File: config.mk
export PLATFORM = sky130hd
export DESIGN_NAME = npc_axi_master
export DESIGN_NICKNAME = d
export VERILOG_FILES = /design/src/axi_pkg.sv /design/src/npc_pkg.sv /design/src/npc_axi_master.sv
export VERILOG_INCLUDE_DIRS = /design/src /design/src/src
export SDC_FILE = /design/constraint.sdc
export NUM_CORES = 1
export LEC_CHECK = 0
export ABC_CLOCK_PERIOD_IN_PS = 4670
export BUFFER_PORTS_ARGS = -buffer_cell sky130_fd_sc_hd__buf_2
export CORE_AREA = 2 2 144 146
export CTS_CLUSTER_SIZE = 8
export DETAILED_ROUTE_END_ITERATION = 7
export DIE_AREA = 0 0 146 148
export PLACE_DENSITY = 0.57
export SLEW_MARGIN = 15
export SYNTH_ARGS = -nofsm -noshare
export SYNTH_HDL_FRONTEND = slang
export SYNTH_SLANG_ARGS = --single-unit
File: constraint.sdc
create_clock -name clock -period 4.67 [get_ports clock]
set_clock_uncertainty 0.15 [all_clocks]
set_input_delay 0.467 -clock clock [delete_from_list [all_inputs] [get_ports clock]]
set_output_delay 0.467 -clock clock [all_outputs]
set_load 0.05 [all_outputs]
File: src/npc_defines.svh
`ifndef NPC_DEFINES_SVH
`define NPC_DEFINES_SVH

// ram depth in 32-bit words
// byte addresses from 4x this value upward are out of range
`define NPC_RAM_WORDS 1024

// beats per instruction fetch burst
`define NPC_LINE_WORDS 4

// axi transaction ids, one per client
`define NPC_ID_FETCH 0
`define NPC_ID_LSU 1

// spare cycles added on top of the expected run length
// before a hung simulation is stopped
`define NPC_TIMEOUT_SLACK 200

`endif
File: src/axi_pkg.sv
package axi_pkg;

  // byte address and bus word
  typedef logic [31:0] addr_t;
  typedef logic [31:0] data_t;
  // one enable per byte lane
  typedef logic [3:0]  strb_t;
  typedef logic [3:0]  id_t;
  // beats minus one
  typedef logic [7:0]  len_t;
  typedef logic [2:0]  size_t;
  typedef logic [1:0]  burst_t;
  typedef logic [1:0]  resp_t;

  // 4 bytes per beat
  localparam size_t  SIZE_4B     = 3'd2;
  localparam burst_t BURST_FIXED = 2'd0;
  localparam burst_t BURST_INCR  = 2'd1;
  localparam resp_t  RESP_OKAY   = 2'd0;
  localparam resp_t  RESP_SLVERR = 2'd2;

  // read address, master to slave
  typedef struct packed {
    id_t    id;
    addr_t  addr;
    len_t   len;
    size_t  size;
    burst_t burst;
    logic   valid;
  } axi_ar_t;

  // write address carries the same fields
  typedef struct packed {
    id_t    id;
    addr_t  addr;
    len_t   len;
    size_t  size;
    burst_t burst;
    logic   valid;
  } axi_aw_t;

  typedef struct packed {
    data_t data;
    strb_t strb;
    logic  last;
    logic  valid;
  } axi_w_t;

  // read data, slave to master
  typedef struct packed {
    id_t   id;
    data_t data;
    resp_t resp;
    logic  last;
    logic  valid;
  } axi_r_t;

  typedef struct packed {
    id_t   id;
    resp_t resp;
    logic  valid;
  } axi_b_t;

endpackage

File: src/npc_pkg.sv
package npc_pkg;

  typedef enum logic {
    LSU_LOAD,
    LSU_STORE
  } lsu_op_t;

  // one load/store access as handed over with the strobe
  typedef struct packed {
    lsu_op_t        op;
    axi_pkg::addr_t addr;
    axi_pkg::data_t wdata;
    axi_pkg::strb_t wstrb;
  } lsu_cmd_t;

  // rdata only meaningful for loads
  typedef struct packed {
    logic           valid;
    logic           err;
    axi_pkg::data_t rdata;
  } lsu_rsp_t;

  // one beat of a line fetch
  typedef struct packed {
    logic           valid;
    logic           last;
    logic           err;
    axi_pkg::data_t data;
  } fetch_rsp_t;

  typedef enum logic [2:0] {
    BUS_IDLE,
    BUS_RD_ADDR,
    BUS_RD_DATA,
    BUS_WR_ADDR,
    BUS_WR_DATA,
    BUS_WR_RESP
  } bus_state_t;

  typedef enum logic [1:0] {
    RAM_IDLE,
    RAM_READ,
    RAM_WRITE,
    RAM_RESP
  } ram_state_t;

endpackage

File: src/npc_axi_master.sv
`timescale 1ns/1ps
`include "npc_defines.svh"

module npc_axi_master (
  input  logic                clock,
  input  logic                arst_n,
  input  logic                fetch_req,
  input  axi_pkg::addr_t      fetch_addr,
  input  logic                lsu_req,
  input  npc_pkg::lsu_cmd_t   lsu_cmd,
  output logic                fetch_busy,
  output logic                lsu_busy,
  output npc_pkg::fetch_rsp_t fetch_rsp,
  output npc_pkg::lsu_rsp_t   lsu_rsp,
  output axi_pkg::axi_ar_t    ar,
  output axi_pkg::axi_aw_t    aw,
  output axi_pkg::axi_w_t     w,
  output logic                rready,
  output logic                bready,
  input  logic                arready,
  input  logic                awready,
  input  logic                wready,
  input  axi_pkg::axi_r_t     r,
  input  axi_pkg::axi_b_t     b
);

  localparam axi_pkg::id_t   ID_FETCH  = axi_pkg::id_t'(`NPC_ID_FETCH);
  localparam axi_pkg::id_t   ID_LSU    = axi_pkg::id_t'(`NPC_ID_LSU);
  localparam axi_pkg::len_t  LINE_LEN  = axi_pkg::len_t'(`NPC_LINE_WORDS - 1);
  // low address bits dropped for a line and for a word
  localparam axi_pkg::addr_t LINE_MASK = axi_pkg::addr_t'(`NPC_LINE_WORDS * 4 - 1);
  localparam axi_pkg::addr_t WORD_MASK = axi_pkg::addr_t'(3);

  npc_pkg::bus_state_t state;
  // W already accepted while AW still waits
  logic w_done;

  // request owning the bus
  axi_pkg::id_t   req_id;
  axi_pkg::addr_t req_addr;
  axi_pkg::len_t  req_len;
  axi_pkg::data_t req_wdata;
  axi_pkg::strb_t req_wstrb;

  // registered client responses
  logic           fetch_valid;
  logic           fetch_last;
  logic           fetch_err;
  axi_pkg::data_t fetch_data;
  logic           lsu_valid;
  logic           lsu_err;
  axi_pkg::data_t lsu_rdata;

  logic lsu_take;
  logic fetch_take;
  logic ar_fire;
  logic aw_fire;
  logic w_fire;
  logic r_fetch;
  logic r_lsu;
  logic b_lsu;

  // strobes only taken in idle, load/store first
  // a strobe that does not raise busy must be repeated
  assign lsu_take   = (state == npc_pkg::BUS_IDLE) && lsu_req;
  assign fetch_take = (state == npc_pkg::BUS_IDLE) && !lsu_req && fetch_req;

  // valids come straight from state, payload from latched request
  assign ar = '{id: req_id, addr: req_addr, len: req_len, size: axi_pkg::SIZE_4B,
                burst: axi_pkg::BURST_INCR, valid: (state == npc_pkg::BUS_RD_ADDR)};
  assign aw = '{id: req_id, addr: req_addr, len: req_len, size: axi_pkg::SIZE_4B,
                burst: axi_pkg::BURST_INCR, valid: (state == npc_pkg::BUS_WR_ADDR)};
  // single beat writes, W raised together with AW
  assign w  = '{data: req_wdata, strb: req_wstrb, last: 1'b1,
                valid: ((state == npc_pkg::BUS_WR_ADDR) && !w_done) ||
                       (state == npc_pkg::BUS_WR_DATA)};

  // ready for responses for as long as a transfer is open
  assign rready = (state == npc_pkg::BUS_RD_ADDR) || (state == npc_pkg::BUS_RD_DATA);
  assign bready = (state == npc_pkg::BUS_WR_ADDR) || (state == npc_pkg::BUS_WR_DATA) ||
                  (state == npc_pkg::BUS_WR_RESP);

  assign ar_fire = ar.valid && arready;
  assign aw_fire = aw.valid && awready;
  assign w_fire  = w.valid && wready;
  // response steering by id
  assign r_fetch = r.valid && rready && (r.id == ID_FETCH);
  assign r_lsu   = r.valid && rready && (r.id == ID_LSU);
  assign b_lsu   = b.valid && bready && (b.id == ID_LSU);

  assign fetch_rsp = '{valid: fetch_valid, last: fetch_last, err: fetch_err, data: fetch_data};
  assign lsu_rsp   = '{valid: lsu_valid, err: lsu_err, rdata: lsu_rdata};

  always_ff @(posedge clock or negedge arst_n) begin
    if (!arst_n) begin
      state       <= npc_pkg::BUS_IDLE;
      w_done      <= 1'b0;
      fetch_busy  <= 1'b0;
      lsu_busy    <= 1'b0;
      fetch_valid <= 1'b0;
      lsu_valid   <= 1'b0;
    end else begin
      case (state)
        npc_pkg::BUS_IDLE: begin
          w_done <= 1'b0;
          if (lsu_take) begin
            lsu_busy <= 1'b1;
            state    <= (lsu_cmd.op == npc_pkg::LSU_STORE) ? npc_pkg::BUS_WR_ADDR :
                                                             npc_pkg::BUS_RD_ADDR;
          end else if (fetch_take) begin
            fetch_busy <= 1'b1;
            state      <= npc_pkg::BUS_RD_ADDR;
          end
        end
        npc_pkg::BUS_RD_ADDR: if (ar_fire) state <= npc_pkg::BUS_RD_DATA;
        npc_pkg::BUS_RD_DATA: if ((r_fetch || r_lsu) && r.last) state <= npc_pkg::BUS_IDLE;
        npc_pkg::BUS_WR_ADDR: begin
          if (aw_fire) begin
            state <= (w_fire || w_done) ? npc_pkg::BUS_WR_RESP : npc_pkg::BUS_WR_DATA;
          end else if (w_fire) begin
            w_done <= 1'b1;
          end
        end
        npc_pkg::BUS_WR_DATA: if (w_fire) state <= npc_pkg::BUS_WR_RESP;
        npc_pkg::BUS_WR_RESP: if (b_lsu) state <= npc_pkg::BUS_IDLE;
        default: state <= npc_pkg::BUS_IDLE;
      endcase
      // one pulse per beat
      fetch_valid <= r_fetch;
      lsu_valid   <= r_lsu || b_lsu;
      // busy drops with the final response beat
      if (r_fetch && r.last) fetch_busy <= 1'b0;
      if ((r_lsu && r.last) || b_lsu) lsu_busy <= 1'b0;
    end
  end

  always_ff @(posedge clock) begin
    if (lsu_take) begin
      req_id    <= ID_LSU;
      req_addr  <= lsu_cmd.addr & ~WORD_MASK;
      req_len   <= '0;
      req_wdata <= lsu_cmd.wdata;
      req_wstrb <= lsu_cmd.wstrb;
    end else if (fetch_take) begin
      // line aligned
      req_id    <= ID_FETCH;
      req_addr  <= fetch_addr & ~LINE_MASK;
      req_len   <= LINE_LEN;
      req_wstrb <= '0;
    end
    if (r_fetch) begin
      fetch_last <= r.last;
      fetch_err  <= (r.resp == axi_pkg::RESP_SLVERR);
      fetch_data <= r.data;
    end
    if (r_lsu) begin
      lsu_err   <= (r.resp == axi_pkg::RESP_SLVERR);
      lsu_rdata <= r.data;
    end else if (b_lsu) begin
      lsu_err <= (b.resp == axi_pkg::RESP_SLVERR);
    end
  end

endmodule

==> results.sh <==
export IMPL_cts_repair_resized=0
export IMPL_end_kind="flop"
export IMPL_cts_buffers=17
export IMPL_antenna_found_initial=2
export IMPL_io_buffers=326
export IMPL_p_leak_nw=3.33
export IMPL_place_congestion=0.758
export IMPL_async_flop_share_pct=5.59
export IMPL_post_drt_via_cell_ratio=3.90
export IMPL_final_setup_worst_slack_ns=1.73
export IMPL_top_layer="met4"
export IMPL_slowest_stage="and2_2"
export IMPL_syn_to_final_growth_pct=38.5
export IMPL_io_pins=366
export IMPL_clock_root_buffer="clkbuf_16"
export IMPL_grtUsageTotal_pct=12.7
export IMPL_hp_class="input pin to flop"
export IMPL_synth_edf_count=133
export IMPL_rsz0062_at_grt="false"
export IMPL_synthCells=315
export IMPL_vias=3513
export IMPL_final_max_slew_viol_count=0
export IMPL_muxShareOfSynthArea_pct=5.69
export IMPL_clkSinkCount=143
export IMPL_post_route_min_period_ns=2.94
export IMPL_fillers=1972
export IMPL_yosys_register_bits=143
export IMPL_dp_hpwl_um=10900
export IMPL_netlist_top_cells_count="edfxtp_1, buf_4, mux2_2"
export IMPL_synth_area_leaders="edfxtp_1, buf_4, mux2_2"
export IMPL_fin_tns_setup_ns=0
export IMPL_routed_wl_um=14200
export IMPL_ys_warn_count=0
export IMPL_crit_type="flop to flop"
export IMPL_die_y_um=148
export IMPL_overflow=0
export IMPL_yosysMostFrequentCell="edfxtp_1"
export IMPL_synth_top_family_by_area="buffers and inverters"
export IMPL_critPathTopFamily="simple AND/OR/NAND/NOR gates"
export IMPL_yosys_area_share_simple_pct=4.15
export IMPL_synth_ff_type="edfxtp_1"
export IMPL_core_area_um2=20000
export IMPL_cts_tree="yes"
export IMPL_reg2reg_setup_slack_ns=1.73
export IMPL_cpPeakStageDelay_ns=0.60
export IMPL_grt_pass1_vias=3420
export IMPL_total_power_mw=4.98
export IMPL_route_met3_wl_um=1060
export IMPL_htreeDepth=4
export IMPL_hold_viol=0
export IMPL_met2_length_um=7690
export IMPL_yosysSeqAreaShare_pct=76.4
export IMPL_path_cells="nor3_4 > and2_2 > buf_4 > mux2_2"
export IMPL_post_drt_wl_per_cell_um=15.7
export IMPL_final_area_um2=7680
export IMPL_drc_errors=0
export IMPL_setup_violations=0
export IMPL_drtIter0Drc=182
export IMPL_synthAdderAreaFrac_pct=0
export IMPL_dieArea_um2=21600
export IMPL_die_w_um=146
export IMPL_grt_max_degree=41
export IMPL_seq_area_um2=4230
export IMPL_worst_path_buf_inv=1
export IMPL_critPathLaunchType="flop"
export IMPL_place_ws_ns=1.69
export IMPL_cp_arrival_ns=2.95
export IMPL_place_area_um2=7080
export IMPL_syn_area_per_cell_um2=17.6
export IMPL_start_util_pct=27.7
export IMPL_multi_input_area_um2=843
export IMPL_maxCapViolations=0
export IMPL_min_period_over_period_pct=63.0
export IMPL_slew_headroom_pct=44.6
export IMPL_status="complete, no violations"
export IMPL_synth_compound_area_share_pct=2.64
export IMPL_cp_max_fo=40
export IMPL_grt_pass1_wl_um=20200
export IMPL_layout_drive_gt1_share_pct=62.8
export IMPL_tightest_slew_ns=0.830
export IMPL_rows=52
export IMPL_drtAntennaViolNets=0
export IMPL_synthDominantCellAreaShare_pct=72.0
export IMPL_power_density_nw_per_um2=648
export IMPL_required_ns=4.68
export IMPL_wl_met1_um=5190
export IMPL_clk_pin_slew_worst_paths_ns=0.07
export IMPL_synth_top_cell_by_area="edfxtp_1"
export IMPL_cts_buffer_depth=2
export IMPL_clock_latency_ns=0.41
export IMPL_synth_distinct_cells=36
export IMPL_fin_nets=771
export IMPL_netlist_area_um2=5550
export IMPL_drt_first_pass_iters=7
export IMPL_fmax_mhz=340
export IMPL_peakVddDrop_mv=0.219
export IMPL_synth_xor_area_share_pct=0.158
## sequential cells by signal, indices dropped and copies added, names as in the netlist
signal       cells
lsu_err          1
req_wstrb        4
fetch_busy       1
fetch_valid      1
req_wdata       32
fetch_data      32
req_id           1
state            3
w_done           1
lsu_rdata       32
lsu_valid        1
lsu_busy         1
fetch_last       1
req_len          1
fetch_err        1
req_addr        30
## power by group
group          internal (mW)  total (mW)  leakage [nW]  switching, mW
registers               1.67        1.80          1.33          0.130
clock network          0.796        1.34         0.278          0.542
logic                  0.389        1.84          1.72           1.45
total                   2.85        4.98          3.33           2.12
## worst register-to-register path, delay by kind of cell (launching register included)
| kind | cells | cell delay, ns |
|---|---|---|
| mux | 1 | 0.40 |
| flops | 1 | 0.57 |
| buf+inv | 1 | 0.56 |
| simple gates | 2 | 1.01 |
## area by class of cell
type | instances | share of cell area [%]
inverter | 4 | 0.195
tap | 270 | 4.40
timing repair buffer | 330 | 21.7
clock inverter | 14 | 2.02
sequential | 143 | 55.1
antenna | 1 | 0.0326
multi-input combinational | 120 | 11.0
clock buffer | 18 | 5.59
## logic make-up after synthesis
| logic type | count (synthesis) |
|---|---|
| AO/OA/AOI/OAI | 19 |
| XOR/XNOR | 1 |
| buffers and inverters | 83 |
| flip-flops | 143 |
| multiplexers | 28 |
| other | 2 |
| AND/OR/NAND/NOR | 39 |
## what timing repair did
action                                 in CTS  in global routing
endpoints found under the hold margin       8                  0
hold buffers                                1                  0
setup buffers                               0                  0
## final timing paths
check | startpoint | cells past startpoint | to
min in group asynchronous | arst_n | 2 | state[2]
setup / recovery | state[0] | 4 | req_addr[28]
hold reg to reg | fetch_busy | 1 | fetch_busy
setup reg to reg | state[0] | 4 | req_addr[28]
max in group asynchronous | arst_n | 2 | fetch_valid
hold / removal | lsu_cmd[4] | 1 | req_wdata[0]
## layout by cell type, fill, tap and decap left out, drive strengths merged, types with 2 or more instances in the layout
| cell type | n |
|---|---|
| o21a | 2 |
| o22ai | 2 |
| conb | 33 |
| inv | 10 |
| buf | 329 |
| nor3 | 4 |
| clkbuf | 18 |
| a21o | 2 |
| mux2 | 28 |
| dfxtp | 2 |
| nand2 | 8 |
| and3 | 6 |
| nor2b | 2 |
| nand3b | 3 |
| edfxtp | 133 |
| dfrtp | 8 |
| nor2 | 6 |
| clkinvlp | 3 |
| o21ai | 4 |
| a21oi | 4 |
| nand2b | 4 |
| clkinv | 3 |
| bufinv | 2 |
## metrics by stage
stage	utilization, %	hold WS, ns	instances
2_1_floorplan	-	0.0214	346
3_3_place_gp	35.4	0.178	866
3_5_place_dp	35.4	0.184	866
4_1_cts	38.3	0.0494	899
5_1_grt	38.3	0.0455	900
6_report	38.3	0.0718	900
## routing by layer
| layer | GRT usage [%] | vias to the layer above |
|---|---|---|
| li1 | - | 1666 |
| met1 | 13.8 | 1633 |
| met2 | 22.9 | 205 |
| met3 | 3.80 | 9 |
| met4 | 5.53 | 0 |
| met5 | 0 | - |
(Power assumes the default switching activity.)
